===== config.mk =====
export PLATFORM = sky130hd
export DESIGN_NAME = tdc_click_top
export DESIGN_NICKNAME = d
export VERILOG_FILES = /design/src/source/tdc_pkg.sv /design/src/source/tdc_cfg_if.sv /design/src/source/apb_cfg_regs.sv /design/src/source/click_rate_counters.sv /design/src/source/click_timestamp.sv /design/src/source/stop_frame_rx.sv /design/src/source/tdc_click_top.sv
export SDC_FILE = /design/constraint.sdc
export NUM_CORES = 1
export LEC_CHECK = 0
export BUFFER_PORTS_ARGS = -buffer_cell sky130_fd_sc_hd__buf_2
export CAP_MARGIN = 20
export CORE_MARGIN = 1.5
export CORE_UTILIZATION = 30
export CTS_BUF_LIST = sky130_fd_sc_hd__clkbuf_8 sky130_fd_sc_hd__clkbuf_16
export DETAILED_ROUTE_END_ITERATION = 12
export MAX_ROUTING_LAYER = met4
export PLACE_DENSITY = 0.56
export SYNTH_ARGS = -nofsm -noshare
export SYNTH_HDL_FRONTEND = slang
export SYNTH_SLANG_ARGS = --single-unit

===== constraint.sdc =====
create_clock -name clk200_i -period 20.9 [get_ports clk200_i]
set_clock_uncertainty 0.15 [all_clocks]
set_input_delay 4.18 -clock clk200_i [delete_from_list [all_inputs] [get_ports clk200_i]]
set_output_delay 4.18 -clock clk200_i [all_outputs]
set_load 0.05 [all_outputs]

===== src/source/tdc_pkg.sv =====
/*
 tdc click receiver shared definitions
 widths, apb register map, mode encoding and timing constants
*/
package tdc_pkg;

	// datapath widths
	localparam int GC_W   = 48;
	localparam int TDC_W  = 32;
	localparam int TIME_W = 14;
	localparam int CNT_W  = 32;

	// tdc time bases, in tdc units
	localparam int GATE_PERIOD  = 625;
	localparam int PHASE_PERIOD = 1250;

	// global counter alignment
	localparam int GC_PER_SLOT = 8;
	localparam int GC_LATENCY  = 12;

	// receiver hold-off after each stop word
	localparam int STRETCH_CYCLES = 4;

	// apb register offsets, one word apart
	localparam logic [7:0] REG_CTRL   = 8'h00;
	localparam logic [7:0] REG_FRAME  = 8'h04;
	localparam logic [7:0] REG_SHIFT  = 8'h08;
	localparam logic [7:0] REG_GATE0  = 8'h0C;
	localparam logic [7:0] REG_GATE1  = 8'h10;
	localparam logic [7:0] REG_TOTAL  = 8'h14;
	localparam logic [7:0] REG_CLICK0 = 8'h18;
	localparam logic [7:0] REG_CLICK1 = 8'h1C;

	// record mode, other codes give no records
	typedef enum logic [2:0] {
		MODE_OFF     = 3'd0,
		MODE_NO_GATE = 3'd1,
		MODE_GATED   = 3'd2
	} tdc_mode_e;

endpackage

===== src/source/tdc_cfg_if.sv =====
`timescale 1ns/1ps
/*
 configuration and count buses of the tdc click receiver
*/

// register block drives, receiver and timestamp stage read
interface tdc_cfg_if
	import tdc_pkg::*;
();
	logic              enable;
	logic              start;
	tdc_mode_e         mode;
	logic [5:0]        index_bits;
	logic [5:0]        stop_bits;
	logic [TIME_W-1:0] tdc_shift;
	// gate windows, lo inclusive and hi exclusive
	logic [TDC_W-1:0]  gate0_lo;
	logic [TDC_W-1:0]  gate0_hi;
	logic [TDC_W-1:0]  gate1_lo;
	logic [TDC_W-1:0]  gate1_hi;

	modport cfg (
		output enable, start, mode, index_bits, stop_bits, tdc_shift,
		output gate0_lo, gate0_hi, gate1_lo, gate1_hi
	);

	// consumer side
	modport user (
		input enable, start, mode, index_bits, stop_bits, tdc_shift,
		input gate0_lo, gate0_hi, gate1_lo, gate1_hi
	);
endinterface

// latched window counts towards the register block
interface count_if
	import tdc_pkg::*;
();
	logic [CNT_W-1:0] total;
	logic [CNT_W-1:0] click0;
	logic [CNT_W-1:0] click1;
	// set once the first window has closed
	logic             latched;

	modport src (output total, click0, click1, latched);
	modport sink (input total, click0, click1, latched);
endinterface


===== src/source/apb_cfg_regs.sv =====
`timescale 1ns/1ps
/*
 apb slave holding the receiver configuration
 returns the latched click counts, zero wait states
*/
module apb_cfg_regs
	import tdc_pkg::*;
(
	input  logic        clk200_i,
	input  logic        gc_rst,
	input  logic        apb_psel_i,
	input  logic        apb_penable_i,
	input  logic        apb_pwrite_i,
	input  logic [7:0]  apb_paddr_i,
	input  logic [31:0] apb_pwdata_i,
	output logic [31:0] apb_prdata_o,
	output logic        apb_pready_o,
	output logic        apb_pslverr_o,
	tdc_cfg_if.cfg      cfg,
	count_if.sink       cnt
);
	logic [31:0]      gate0_r;
	logic [31:0]      gate1_r;
	logic [TDC_W-1:0] gate0_lo;
	logic [TDC_W-1:0] gate1_lo;
	logic             addr_hit;
	logic             wr_en;

	// mapped offsets
	always_comb begin
		case (apb_paddr_i)
			REG_CTRL, REG_FRAME, REG_SHIFT, REG_GATE0,
			REG_GATE1, REG_TOTAL, REG_CLICK0, REG_CLICK1: addr_hit = 1'b1;
			default: addr_hit = 1'b0;
		endcase
	end

	// no wait states, error only in access phase
	assign apb_pready_o  = 1'b1;
	assign apb_pslverr_o = apb_psel_i & apb_penable_i & ~addr_hit;
	assign wr_en         = apb_psel_i & apb_penable_i & apb_pwrite_i & addr_hit;

	always_ff @(posedge clk200_i or posedge gc_rst) begin
		if (gc_rst) begin
			cfg.enable     <= 1'b0;
			cfg.start      <= 1'b0;
			cfg.mode       <= MODE_OFF;
			cfg.index_bits <= '0;
			cfg.stop_bits  <= '0;
			cfg.tdc_shift  <= '0;
			gate0_r        <= '0;
			gate1_r        <= '0;
		end else if (wr_en) begin
			case (apb_paddr_i)
				REG_CTRL: begin
					cfg.enable <= apb_pwdata_i[0];
					cfg.start  <= apb_pwdata_i[1];
					cfg.mode   <= tdc_mode_e'(apb_pwdata_i[4:2]);
				end
				REG_FRAME: begin
					cfg.index_bits <= apb_pwdata_i[5:0];
					cfg.stop_bits  <= apb_pwdata_i[13:8];
				end
				REG_SHIFT: cfg.tdc_shift <= apb_pwdata_i[TIME_W-1:0];
				REG_GATE0: gate0_r <= apb_pwdata_i;
				REG_GATE1: gate1_r <= apb_pwdata_i;
				// count registers ignore writes
				default: ;
			endcase
		end
	end

	// gate start in 23:0, gate width in 31:24
	assign gate0_lo     = {8'd0, gate0_r[23:0]};
	assign gate1_lo     = {8'd0, gate1_r[23:0]};
	assign cfg.gate0_lo = gate0_lo;
	assign cfg.gate1_lo = gate1_lo;
	assign cfg.gate0_hi = gate0_lo + {24'd0, gate0_r[31:24]};
	assign cfg.gate1_hi = gate1_lo + {24'd0, gate1_r[31:24]};

	// read mux, latched status sits in ctrl bit 8
	always_comb begin
		case (apb_paddr_i)
			REG_CTRL:   apb_prdata_o = {23'd0, cnt.latched, 3'd0, cfg.mode, cfg.start, cfg.enable};
			REG_FRAME:  apb_prdata_o = {16'd0, 2'd0, cfg.stop_bits, 2'd0, cfg.index_bits};
			REG_SHIFT:  apb_prdata_o = {18'd0, cfg.tdc_shift};
			REG_GATE0:  apb_prdata_o = gate0_r;
			REG_GATE1:  apb_prdata_o = gate1_r;
			REG_TOTAL:  apb_prdata_o = cnt.total;
			REG_CLICK0: apb_prdata_o = cnt.click0;
			REG_CLICK1: apb_prdata_o = cnt.click1;
			default:    apb_prdata_o = '0;
		endcase
	end

endmodule


===== src/source/click_rate_counters.sv =====
`timescale 1ns/1ps
/*
 windowed click rate counters
 total, gate 0 and gate 1 clicks, latched at each window end
*/
module click_rate_counters
	import tdc_pkg::*;
#(
	parameter int WINDOW_CYCLES = 20000000
) (
	input  logic  clk200_i,
	input  logic  gc_rst,
	input  logic  click_pulse_i,
	input  logic  in_gate0_i,
	input  logic  in_gate1_i,
	input  logic  gc_running_i,
	count_if.src  cnt,
	output logic  count_valid_o
);
	localparam int WIN_W = $clog2(WINDOW_CYCLES);

	logic [WIN_W-1:0] win_cnt;
	logic             win_end;
	logic [CNT_W-1:0] total_cnt;
	logic [CNT_W-1:0] click0_cnt;
	logic [CNT_W-1:0] click1_cnt;
	logic [CNT_W-1:0] total_next;
	logic [CNT_W-1:0] click0_next;
	logic [CNT_W-1:0] click1_next;

	// last cycle of the window
	assign win_end = gc_running_i && (win_cnt == WIN_W'(WINDOW_CYCLES - 1));

	// include a click landing on the last cycle
	assign total_next  = total_cnt + CNT_W'(click_pulse_i);
	assign click0_next = click0_cnt + CNT_W'(click_pulse_i & in_gate0_i);
	assign click1_next = click1_cnt + CNT_W'(click_pulse_i & in_gate1_i);

	always_ff @(posedge clk200_i or posedge gc_rst) begin
		if (gc_rst) begin
			win_cnt       <= '0;
			total_cnt     <= '0;
			click0_cnt    <= '0;
			click1_cnt    <= '0;
			count_valid_o <= 1'b0;
			cnt.total     <= '0;
			cnt.click0    <= '0;
			cnt.click1    <= '0;
			cnt.latched   <= 1'b0;
		end else begin
			count_valid_o <= win_end;
			if (!gc_running_i) begin
				// no window before the global counter runs
				win_cnt    <= '0;
				total_cnt  <= '0;
				click0_cnt <= '0;
				click1_cnt <= '0;
			end else if (win_end) begin
				win_cnt     <= '0;
				total_cnt   <= '0;
				click0_cnt  <= '0;
				click1_cnt  <= '0;
				cnt.total   <= total_next;
				cnt.click0  <= click0_next;
				cnt.click1  <= click1_next;
				cnt.latched <= 1'b1;
			end else begin
				win_cnt    <= win_cnt + 1'b1;
				total_cnt  <= total_next;
				click0_cnt <= click0_next;
				click1_cnt <= click1_next;
			end
		end
	end

endmodule


===== src/source/click_timestamp.sv =====
`timescale 1ns/1ps
/*
 pps started global counter and click timestamping
 adds the tdc offset, converts to gc units, classifies against the gates
*/
module click_timestamp
	import tdc_pkg::*;
(
	input  logic             clk200_i,
	input  logic             gc_rst,
	input  logic             pps_i,
	tdc_cfg_if.user          cfg,
	input  logic             stop_valid_i,
	input  logic [TDC_W-1:0] stop_word_i,
	output logic             click_pulse_o,
	output logic             in_gate0_o,
	output logic             in_gate1_o,
	output logic             gc_running_o,
	output logic             rec_valid_o,
	output logic [1:0]       rec_click_o,
	output logic [GC_W-1:0]  rec_gc_o,
	output logic [TDC_W-1:0] rec_tdc_o
);
	typedef enum logic [1:0] {
		IDLE,
		WAIT_START,
		DETECT_PPS,
		RUN
	} gc_state_e;

	gc_state_e         state;
	logic              pps_r;
	logic [GC_W-1:0]   gc;
	logic [TDC_W-1:0]  t_sum;
	logic [TIME_W-1:0] fine;
	logic [TDC_W-1:0]  gate_mod;
	logic [TDC_W-1:0]  phase_mod;
	logic [TDC_W-1:0]  bucket_q;
	logic [2:0]        slot;
	logic [3:0]        bucket;
	logic [GC_W-1:0]   gc_base;
	logic [GC_W-1:0]   gc_stamp;
	logic              hit_g0;
	logic              hit_g1;
	logic              phase_hi;
	logic              phase_zero;
	logic              stop_run;
	logic              rec_take;
	logic [1:0]        rec_code;

	// offset corrected tdc time
	assign t_sum     = stop_word_i + TDC_W'(cfg.tdc_shift);
	assign fine      = t_sum[TIME_W-1:0];
	assign gate_mod  = TDC_W'(fine) % TDC_W'(GATE_PERIOD);
	assign phase_mod = TDC_W'(fine) % TDC_W'(PHASE_PERIOD);

	// coarse slot from bits above the fine time
	assign slot     = t_sum[TIME_W+2:TIME_W] + 3'd1;
	// 1250 unit bucket inside the slot, saturates at 9
	assign bucket_q = TDC_W'(fine) / TDC_W'(PHASE_PERIOD);
	assign bucket   = (bucket_q >= 8) ? 4'd9 : bucket_q[3:0] + 4'd1;

	// gc back off the pipeline latency, align down to 64
	assign gc_base  = gc - GC_W'(GC_LATENCY);
	assign gc_stamp = {gc_base[GC_W-1:6], 6'd0} + GC_W'(GC_PER_SLOT) * GC_W'(slot)
		+ GC_W'(bucket);

	assign hit_g0     = (gate_mod >= cfg.gate0_lo) && (gate_mod < cfg.gate0_hi);
	assign hit_g1     = (gate_mod >= cfg.gate1_lo) && (gate_mod < cfg.gate1_hi);
	assign phase_hi   = phase_mod >= TDC_W'(PHASE_PERIOD / 2);
	assign phase_zero = phase_mod == '0;

	assign stop_run     = stop_valid_i && (state == RUN);
	assign gc_running_o = state == RUN;

	// record decision, gate 0 wins on overlap
	always_comb begin
		rec_take = 1'b0;
		rec_code = 2'b11;
		case (cfg.mode)
			MODE_NO_GATE: rec_take = 1'b1;
			MODE_GATED: begin
				rec_take = (hit_g0 | hit_g1) & ~phase_zero;
				rec_code = {~hit_g0, phase_hi};
			end
			default: rec_take = 1'b0;
		endcase
	end

	always_ff @(posedge clk200_i or posedge gc_rst) begin
		if (gc_rst) begin
			state         <= IDLE;
			pps_r         <= 1'b0;
			gc            <= '0;
			rec_valid_o   <= 1'b0;
			click_pulse_o <= 1'b0;
			in_gate0_o    <= 1'b0;
			in_gate1_o    <= 1'b0;
		end else begin
			pps_r <= pps_i;
			case (state)
				IDLE: state <= WAIT_START;
				WAIT_START: begin
					// arm only while pps is low
					if (cfg.start && !pps_i)
						state <= DETECT_PPS;
				end
				DETECT_PPS: begin
					if (!cfg.start) begin
						state <= WAIT_START;
					end else if (pps_i && !pps_r) begin
						state <= RUN;
						gc    <= '0;
					end
				end
				RUN: gc <= gc + 1'b1;
				default: state <= IDLE;
			endcase
			// one cycle after stop_valid
			rec_valid_o   <= stop_run & rec_take;
			click_pulse_o <= stop_run;
			in_gate0_o    <= stop_run & hit_g0;
			in_gate1_o    <= stop_run & hit_g1;
		end
	end

	// record payload, stamped with gc of the stop cycle
	always_ff @(posedge clk200_i) begin
		if (stop_run) begin
			rec_click_o <= rec_code;
			rec_gc_o    <= gc_stamp;
			rec_tdc_o   <= t_sum;
		end
	end

endmodule


===== src/source/stop_frame_rx.sv =====
`timescale 1ns/1ps
/*
 serial frame receiver for the tdc stop channel
 skips the index field and shifts in one stop word per frame
*/
module stop_frame_rx
	import tdc_pkg::*;
(
	input  logic             clk200_i,
	input  logic             gc_rst,
	input  logic             frame_i,
	input  logic             sdi_i,
	tdc_cfg_if.user          cfg,
	output logic             stop_valid_o,
	output logic [TDC_W-1:0] stop_word_o
);
	typedef enum logic [2:0] {
		IDLE,
		WAIT_FRAME,
		SKIP_INDEX,
		SHIFT_STOP,
		HOLD
	} rx_state_e;

	rx_state_e        state;
	logic [6:0]       bit_cnt;
	logic             sdi_r;
	logic             sdi_2r;
	logic [TDC_W-1:0] shreg;
	logic [TDC_W-1:0] shreg_next;
	logic             last_bit;

	// first index bit is on sdi one clock after frame is seen
	// sdi is two clocks late through sdi_2r, hence index_bits + 1 skip steps
	assign shreg_next = {shreg[TDC_W-2:0], sdi_2r};
	assign last_bit   = (state == SHIFT_STOP) && (bit_cnt == '0);

	always_ff @(posedge clk200_i or posedge gc_rst) begin
		if (gc_rst) begin
			state        <= IDLE;
			bit_cnt      <= '0;
			stop_valid_o <= 1'b0;
		end else begin
			stop_valid_o <= 1'b0;
			case (state)
				IDLE: begin
					if (cfg.enable)
						state <= WAIT_FRAME;
				end
				WAIT_FRAME: begin
					if (!cfg.enable) begin
						state <= IDLE;
					end else if (frame_i) begin
						state   <= SKIP_INDEX;
						bit_cnt <= {1'b0, cfg.index_bits} + 7'd1;
					end
				end
				SKIP_INDEX: begin
					if (bit_cnt == '0) begin
						state   <= SHIFT_STOP;
						bit_cnt <= {1'b0, cfg.stop_bits} - 7'd1;
					end else begin
						bit_cnt <= bit_cnt - 7'd1;
					end
				end
				SHIFT_STOP: begin
					if (bit_cnt == '0) begin
						// word complete, start hold-off
						state        <= HOLD;
						stop_valid_o <= 1'b1;
						bit_cnt      <= 7'(STRETCH_CYCLES - 1);
					end else begin
						bit_cnt <= bit_cnt - 7'd1;
					end
				end
				HOLD: begin
					// frame_i ignored here
					if (bit_cnt == '0)
						state <= WAIT_FRAME;
					else
						bit_cnt <= bit_cnt - 7'd1;
				end
				default: state <= IDLE;
			endcase
		end
	end

	// serial data path, msb first and right aligned
	always_ff @(posedge clk200_i) begin
		sdi_r  <= sdi_i;
		sdi_2r <= sdi_r;
		if (state == WAIT_FRAME)
			shreg <= '0;
		else if (state == SHIFT_STOP)
			shreg <= shreg_next;
		if (last_bit)
			stop_word_o <= shreg_next;
	end

endmodule


===== src/source/tdc_click_top.sv =====
`timescale 1ns/1ps
/*
 tdc click receiver top level
 apb registers, stop frame receiver, timestamping and rate counters
*/
module tdc_click_top
	import tdc_pkg::*;
#(
	parameter int WINDOW_CYCLES = 20000000
) (
	input  logic             clk200_i,
	input  logic             gc_rst,
	// apb slave
	input  logic             apb_psel_i,
	input  logic             apb_penable_i,
	input  logic             apb_pwrite_i,
	input  logic [7:0]       apb_paddr_i,
	input  logic [31:0]      apb_pwdata_i,
	output logic [31:0]      apb_prdata_o,
	output logic             apb_pready_o,
	output logic             apb_pslverr_o,
	// tdc serial stop channel
	input  logic             frame_i,
	input  logic             sdi_i,
	input  logic             pps_i,
	// click records
	output logic             rec_valid_o,
	output logic [1:0]       rec_click_o,
	output logic [GC_W-1:0]  rec_gc_o,
	output logic [TDC_W-1:0] rec_tdc_o,
	output logic             count_valid_o
);
	tdc_cfg_if cfg_bus ();
	count_if   cnt_bus ();

	logic             stop_valid;
	logic [TDC_W-1:0] stop_word;
	logic             click_pulse;
	logic             in_gate0;
	logic             in_gate1;
	logic             gc_running;

	apb_cfg_regs i_apb_regs (
		.clk200_i      (clk200_i),
		.gc_rst        (gc_rst),
		.apb_psel_i    (apb_psel_i),
		.apb_penable_i (apb_penable_i),
		.apb_pwrite_i  (apb_pwrite_i),
		.apb_paddr_i   (apb_paddr_i),
		.apb_pwdata_i  (apb_pwdata_i),
		.apb_prdata_o  (apb_prdata_o),
		.apb_pready_o  (apb_pready_o),
		.apb_pslverr_o (apb_pslverr_o),
		.cfg           (cfg_bus.cfg),
		.cnt           (cnt_bus.sink)
	);

	stop_frame_rx i_frame_rx (
		.clk200_i     (clk200_i),
		.gc_rst       (gc_rst),
		.frame_i      (frame_i),
		.sdi_i        (sdi_i),
		.cfg          (cfg_bus.user),
		.stop_valid_o (stop_valid),
		.stop_word_o  (stop_word)
	);

	click_timestamp i_timestamp (
		.clk200_i      (clk200_i),
		.gc_rst        (gc_rst),
		.pps_i         (pps_i),
		.cfg           (cfg_bus.user),
		.stop_valid_i  (stop_valid),
		.stop_word_i   (stop_word),
		.click_pulse_o (click_pulse),
		.in_gate0_o    (in_gate0),
		.in_gate1_o    (in_gate1),
		.gc_running_o  (gc_running),
		.rec_valid_o   (rec_valid_o),
		.rec_click_o   (rec_click_o),
		.rec_gc_o      (rec_gc_o),
		.rec_tdc_o     (rec_tdc_o)
	);

	click_rate_counters #(
		.WINDOW_CYCLES (WINDOW_CYCLES)
	) i_rate_cnt (
		.clk200_i      (clk200_i),
		.gc_rst        (gc_rst),
		.click_pulse_i (click_pulse),
		.in_gate0_i    (in_gate0),
		.in_gate1_i    (in_gate1),
		.gc_running_i  (gc_running),
		.cnt           (cnt_bus.src),
		.count_valid_o (count_valid_o)
	);

endmodule


After elaboration in Yosys (flattened, before gate mapping)
Memory sizes are Yosys's and may differ from the RTL's.
Cells that the tools add are included.
{ "word_totals": {"ff_bits": 527, "rom_bits": 32, "output_inout_bits": 118, "wordCells": 165, "mem_count": 1} }
{ "memory_table": {"columns": ["name", "depth", "width", "rd", "rd_ports_with_merged_regs", "write_ports", "line", "rtl"], "rows": [
  ["(no name shown)", 32, 1, 1, 0, 0, "apb_cfg_regs.sv:31", "case (apb_paddr_i)"]
]} }
{ "op_classes": {"addsub": 16, "n_div": 3, "order_cmp": 6, "n_eq_ne": 29, "muxes": 34, "bitwise": 14, "n_reduce_logical": 28} }
{ "op_table": {"columns": ["cell", "n"], "rows": [
  ["$pmux 32 s8", 1],
  ["$mux 32", 6],
  ["$mux 48", 2],
  ["$pmux 48 s2", 1],
  ["$add 32x32->32", 2],
  ["$ge 32x24->1", 2],
  ["$lt 32x25->1", 2],
  ["$add 24x8->25", 2],
  ["$mux 25", 2],
  ["$add 48x1->48 const B", 1],
  ["$add 48x4->48", 1],
  ["$add 48x6->48", 1],
  ["$sub 48x4->48 const B", 1],
  ["$mux 7", 5],
  ["$add 32x1->32", 1],
  ["$add 32x14->32", 1],
  ["$div 14x11->32 const B", 1],
  ["$eq 8x5->1 const B", 4],
  ["$ge 32x10->1 const B", 1],
  ["$ge 32x4->1 const B", 1],
  ["$logic_not 32->1", 1],
  ["$mod 14x10->32 const B", 1],
  ["$mod 14x11->32 const B", 1],
  ["$pmux 7 s4", 1],
  ["41 further kinds", 88]
]} }

Longest topological paths before layout
{ "depth": {"ltp_word": 8, "depth_mapped": 54} }

Cells and area by module
From an unflattened synthesis, not the netlist that was laid out.
{ "unflattened": {"cells_unflattened": 3553, "hier_area_um2": 33684.8} }
{ "modules_own_cells": {"columns": ["module", "n_inst", "cells_per_inst", "area_per_inst_um2"], "rows": [
  ["click_timestamp", 1, 1703, 14073.5],
  ["click_rate_counters", 1, 916, 9396.5],
  ["apb_cfg_regs", 1, 704, 7253.2],
  ["stop_frame_rx", 1, 230, 2961.6]
]} }

Least setup slack after synthesis
Ideal clock, no wire load.
{ "synth_path": {"path_type": "input -> output", "startpoint": "input apb_paddr_i[5]", "endpoint": "output apb_prdata_o[11]", "arrival_ns": 5.972, "t_required_ns": 16.570, "setup_slack_ns": 10.598, "cell_stages": 6, "cell_sequence": "or3_1 > or2_2 > nor2_1 > clkbuf_1 > a222oi_1 > nand3_1"} }
{ "synth_between": {"elab_chain_cells": 2, "word_cells_on_any_way": 9, "cone_classes": "eq/ne (7); mux (1); reduce/logical (1)"} }
{ "synth_rtl": {"columns": ["item", "line", "rtl"], "rows": [
  ["start: declaration", "tdc_click_top.sv:17", "input logic [7:0] apb_paddr_i,"],
  ["$eq 8x5->1, or another cell as far along", "apb_cfg_regs.sv:83", "case (apb_paddr_i)"],
  ["$pmux 32 s8 (*)", "apb_cfg_regs.sv:83", null],
  ["end: declaration", "tdc_click_top.sv:19", "output logic [31:0] apb_prdata_o,"]
]} }
Mark *: on every way between the ends. The rest lies on a longest branch, timed or not.

Worst setup path in the final report
{ "layout_path": {"startpoint": "register i_apb_regs.cfg.tdc_shift[0]", "endpoint": "register i_timestamp.rec_click_o[1] (data pin)"} }
{ "layout_between": {"elab_chain_cells": 5, "word_cells_on_any_way": 6, "cone_classes": "add/sub (1); div (1); order compare (2); bitwise (1); reduce/logical (1)"} }
{ "layout_rtl": {"columns": ["item", "line", "rtl"], "rows": [
  ["start: declaration", "tdc_cfg_if.sv:23", "output enable, start, mode, index_bits, stop_bits, tdc_shift,"],
  ["start signal: assignment", "apb_cfg_regs.sv:64", "REG_SHIFT: cfg.tdc_shift <= apb_pwdata_i[TIME_W-1:0];"],
  ["$add 32x14->32 (*)", "click_timestamp.sv:52", "assign t_sum = stop_word_i + TDC_W'(cfg.tdc_shift);"],
  ["named net i_timestamp.t_sum[10]", "click_timestamp.sv:34", "logic [TDC_W-1:0] t_sum;"],
  ["$mod 14x10->32 (*)", "click_timestamp.sv:54", "assign gate_mod = TDC_W'(fine) % TDC_W'(GATE_PERIOD);"],
  ["$ge 32x24->1 / $lt 32x25->1 (equally long branches)", "click_timestamp.sv:68", "assign hit_g0 = (gate_mod >= cfg.gate0_lo) && (gate_mod < cfg.gate0_hi);"],
  ["$logic_and 1x1->1 (*)", "click_timestamp.sv:68", null],
  ["$not 1->1 (*)", "click_timestamp.sv:84", "rec_code = {~hit_g0, phase_hi};"],
  ["end signal: assignment", "click_timestamp.sv:130", "rec_click_o <= rec_code;"],
  ["end: declaration", "click_timestamp.sv:20", "output logic [1:0] rec_click_o,"]
]} }
Mark *: on every way through the listed nets, which the timed path passes. The rest lies on a longest branch.
A chain may end at the register's enable or synchronous reset.

==> results.sh <==
export IMPL_design_final_nets=3525
export IMPL_boundaryPins=166
export IMPL_grt_antenna_before_repair=9
export IMPL_ys_dominant_reg_cell="dfrtp_1"
export IMPL_cpLargestDelayFamily="compound AO/OA/AOI/OAI gates"
export IMPL_ys_types=106
export IMPL_dominant_cell_type_by_area_after_synthesis="dfrtp_1"
export IMPL_relSlewSlack=0.242
export IMPL_max_vdd_ir_drop_mv=0.0641
export IMPL_number_of_global_route_vias_before_repair=23300
export IMPL_overflow=0
export IMPL_crit_path_end_kind="flip-flop"
export IMPL_hold_path_class="flip-flop to flip-flop"
export IMPL_synth_enable_flop_cells=114
export IMPL_drt_vias_per_instance=5.13
export IMPL_rsz_0062_raised_after_global_routing="false"
export IMPL_cts_clk_slew_worst_paths_ns=0.06
export IMPL_path_class="flip-flop to flip-flop"
export IMPL_multiInputGateArea_mm2=0.0161
export IMPL_total_power_divided_by_cell_area_mw_per_mm2=63.2
export IMPL_hold_path_startpoint="i_frame_rx.sdi_r"
export IMPL_finalWorstPathRequiredPeriod_ns=12.19
export IMPL_combined_area_of_all_synthesized_cells_mm2=0.0306
export IMPL_fp_row_count=116
export IMPL_area_growth_syn_to_layout_pct=14.5
export IMPL_detail_route_first_pass_iterations=6
export IMPL_grt_start_max_net_pins=134
export IMPL_drt_wirelength_per_cell_um=18.9
export IMPL_finalSetupViolations=0
export IMPL_crit_start="i_apb_regs.cfg.tdc_shift[0]"
export IMPL_cts_setup_buffers=0
export IMPL_status="complete, no violations"
export IMPL_fp_coreArea_mm2=0.101
export IMPL_grtUsageTotal=0.177
export IMPL_drcViolationCount=0
export IMPL_p_leak_nw=15.4
export IMPL_clock_sinks=527
export IMPL_initialDrtViolationCount=1853
export IMPL_syn_instance_count=3198
export IMPL_seq_area_mm2=0.0136
export IMPL_cts_buffers=66
export IMPL_drive_above_1_share=0.138
export IMPL_p_total_mw=2.21
export IMPL_yosys_warnings=0
export IMPL_synth_top_cells_by_count="nor2_1, dfrtp_1, nand2_1"
export IMPL_route_antenna_remaining_nets=0
export IMPL_cp_buffers_inverters=2
export IMPL_holdWs_ns=0.183
export IMPL_dieArea_mm2=0.104
export IMPL_cell_with_the_most_instances_after_synthesis="nor2_1"
export IMPL_worst_pin_slew_ns=1.13
export IMPL_setup_tns_final_ns=0
export IMPL_timing_final_crit_share=0.583
export IMPL_cts_repair_resize_count=0
export IMPL_max_clock_freq_mhz=82.1
export IMPL_grt_first_pass_wirelength_um=139000
export IMPL_cts_max_level=3
export IMPL_yosys_register_bits=527
export IMPL_seq_area_frac_synth=0.445
export IMPL_syn_avg_cell_area_um2=9.56
export IMPL_final_max_slew_viol_count=0
export IMPL_clock_tree_root_cell="clkbuf_16"
export IMPL_initial_core_util=0.304
export IMPL_port_buffers=164
export IMPL_timing_critical_path_arrival_ns=12.38
export IMPL_die_height_um=322
export IMPL_worst_path_largest_cell_delay_ns=0.94
export IMPL_async_reset_ff_frac=0.721
export IMPL_dp_final_hpwl_um=66700
export IMPL_mappedNetlistNets=3401
export IMPL_post_synth_top_area_fraction=0.311
export IMPL_hold_fix_buffer_count_after_cts=0
export IMPL_timing_critical_path_slowest_stage_cell="a21oi_1"
export IMPL_worst_r2r_startpoint="i_apb_regs.cfg.tdc_shift[0]"
export IMPL_startpoint_type_of_the_worst_setup_path="flip-flop"
export IMPL_gpl_final_weighted_congestion=0.915
export IMPL_clockBufferDepth=3
export IMPL_drt_total_wl_um=89500
export IMPL_max_cap_violations=0
export IMPL_critical_path_max_fanout=12
export IMPL_synth_top_cells_by_area="dfrtp_1, edfxtp_1, ha_1"
export IMPL_fillCellCount=10200
export IMPL_tritoncts="done"
export IMPL_cp_data_required_time_ns=21.09
export IMPL_clock_insertion_delay_worst_skew_ns=0.63
export IMPL_num_vias=24300
export IMPL_die_width_um=322
export IMPL_hold_violations=0
-- sequential cells by signal (all words and copies together), names as in the netlist, 7 cells and up --
register,cells
i_apb_regs.cfg.tdc_shift,14
i_apb_regs.gate0_r,32
i_apb_regs.gate1_r,32
i_frame_rx.bit_cnt,7
i_frame_rx.shreg,31
i_frame_rx.stop_word_o,32
i_rate_cnt.click0_cnt,32
i_rate_cnt.click1_cnt,32
i_rate_cnt.cnt.click0,32
i_rate_cnt.cnt.click1,32
i_rate_cnt.cnt.total,32
i_rate_cnt.total_cnt,32
i_rate_cnt.win_cnt,25
i_timestamp.gc,48
i_timestamp.rec_gc_o,48
i_timestamp.rec_tdc_o,32
-- final cells by class --
class,count,area share
inverters,106,0.0117
diodes,5,0.000358
well taps,1357,0.0485
clock buffers,75,0.0517
flip-flops and latches,527,0.389
clock inverters,46,0.0101
repair buffers,187,0.0291
multi-input cells,2434,0.460
-- metrics by stage --
stage / setup slack [ns] / cell area [um2] / utilization / cells
after floorplan: 6.01 / 30600 / - / 3198
after global placement: 8.99 / 32800 / 0.326 / 4610
after detailed placement: 8.83 / 32800 / 0.326 / 4610
after CTS: 8.79 / 34900 / 0.347 / 4731
after global routing: 7.67 / 35000 / 0.348 / 4736
final: 8.71 / 35000 / 0.348 / 4737
-- cell families (layout without fill, tap and decap cells) --
family | after synthesis | after routing | share of synthesized area
XOR/XNOR | 320 | 320 | 0.0920
multiplexers | 123 | 123 | 0.0445
AO/OA/AOI/OAI | 619 | 619 | 0.131
adder cells (fa/ha/maj) | 157 | 157 | 0.0649
buffers and inverters | 237 | 414 | 0.0301
other | 1 | 6 | 0.000123
flip-flops | 527 | 527 | 0.445
AND/OR/NAND/NOR | 1214 | 1214 | 0.192
-- routing by layer --
metal | wire length [um] | vias up | share of wire | global-route usage
met5 | 0 | - | 0 | -
met4 | 2420 | 0 | 0.027 | 0.0493
met3 | 4490 | 142 | 0.050 | 0.0278
met2 | 41800 | 625 | 0.47 | 0.281
met1 | 40800 | 11800 | 0.46 | 0.233
li1 | - | 11700 | - | -
-- path summary, 6_finish.rpt --
path,slack (ns),end,depth (start not counted)
hold reg to reg,0.18,i_frame_rx.sdi_2r,0
setup reg to reg,8.71,i_timestamp.rec_click_o[1],40
min in group asynchronous,3.58,i_rate_cnt.win_cnt[23],2
max in group asynchronous,14.00,i_rate_cnt.click1_cnt[17],5
hold / removal,0.18,i_frame_rx.sdi_2r,0
setup / recovery,8.71,i_timestamp.rec_click_o[1],40
-- power by group --
group	total (mW)	internal, mW	switching (mW)	leakage [nW]
logic	0.0354	0.00804	0.0273	7.66
clock network	1.13	0.663	0.465	1.11
registers	1.05	1.05	0.000769	6.67
-- cell usage in the layout, fill, tap and decap left out, drive strengths merged, types with 10 or more instances in the layout --
cell and n:
dfxtp 33, inv 126, ha 152, or2 16
dfrtp 380, a21o 31, o21bai 11, clkinv 18
nand2b 32, or4 11, nor4 20, a222oi 19
nand4 69, mux2 104, nand2 286, buf 187
a31oi 26, o211ai 11, xnor2 185, and3 54
nor2b 40, o22ai 16, mux2i 19, a211oi 22
o21ai 130, a22oi 52, and2 28, nor3 65
a21oi 199, xor2 135, edfxtp 114, and4 17
nand3 139, or3 34, o31ai 10, nor2 386
clkbuf 75
Note: power is estimated with default switching activity, not from simulation.
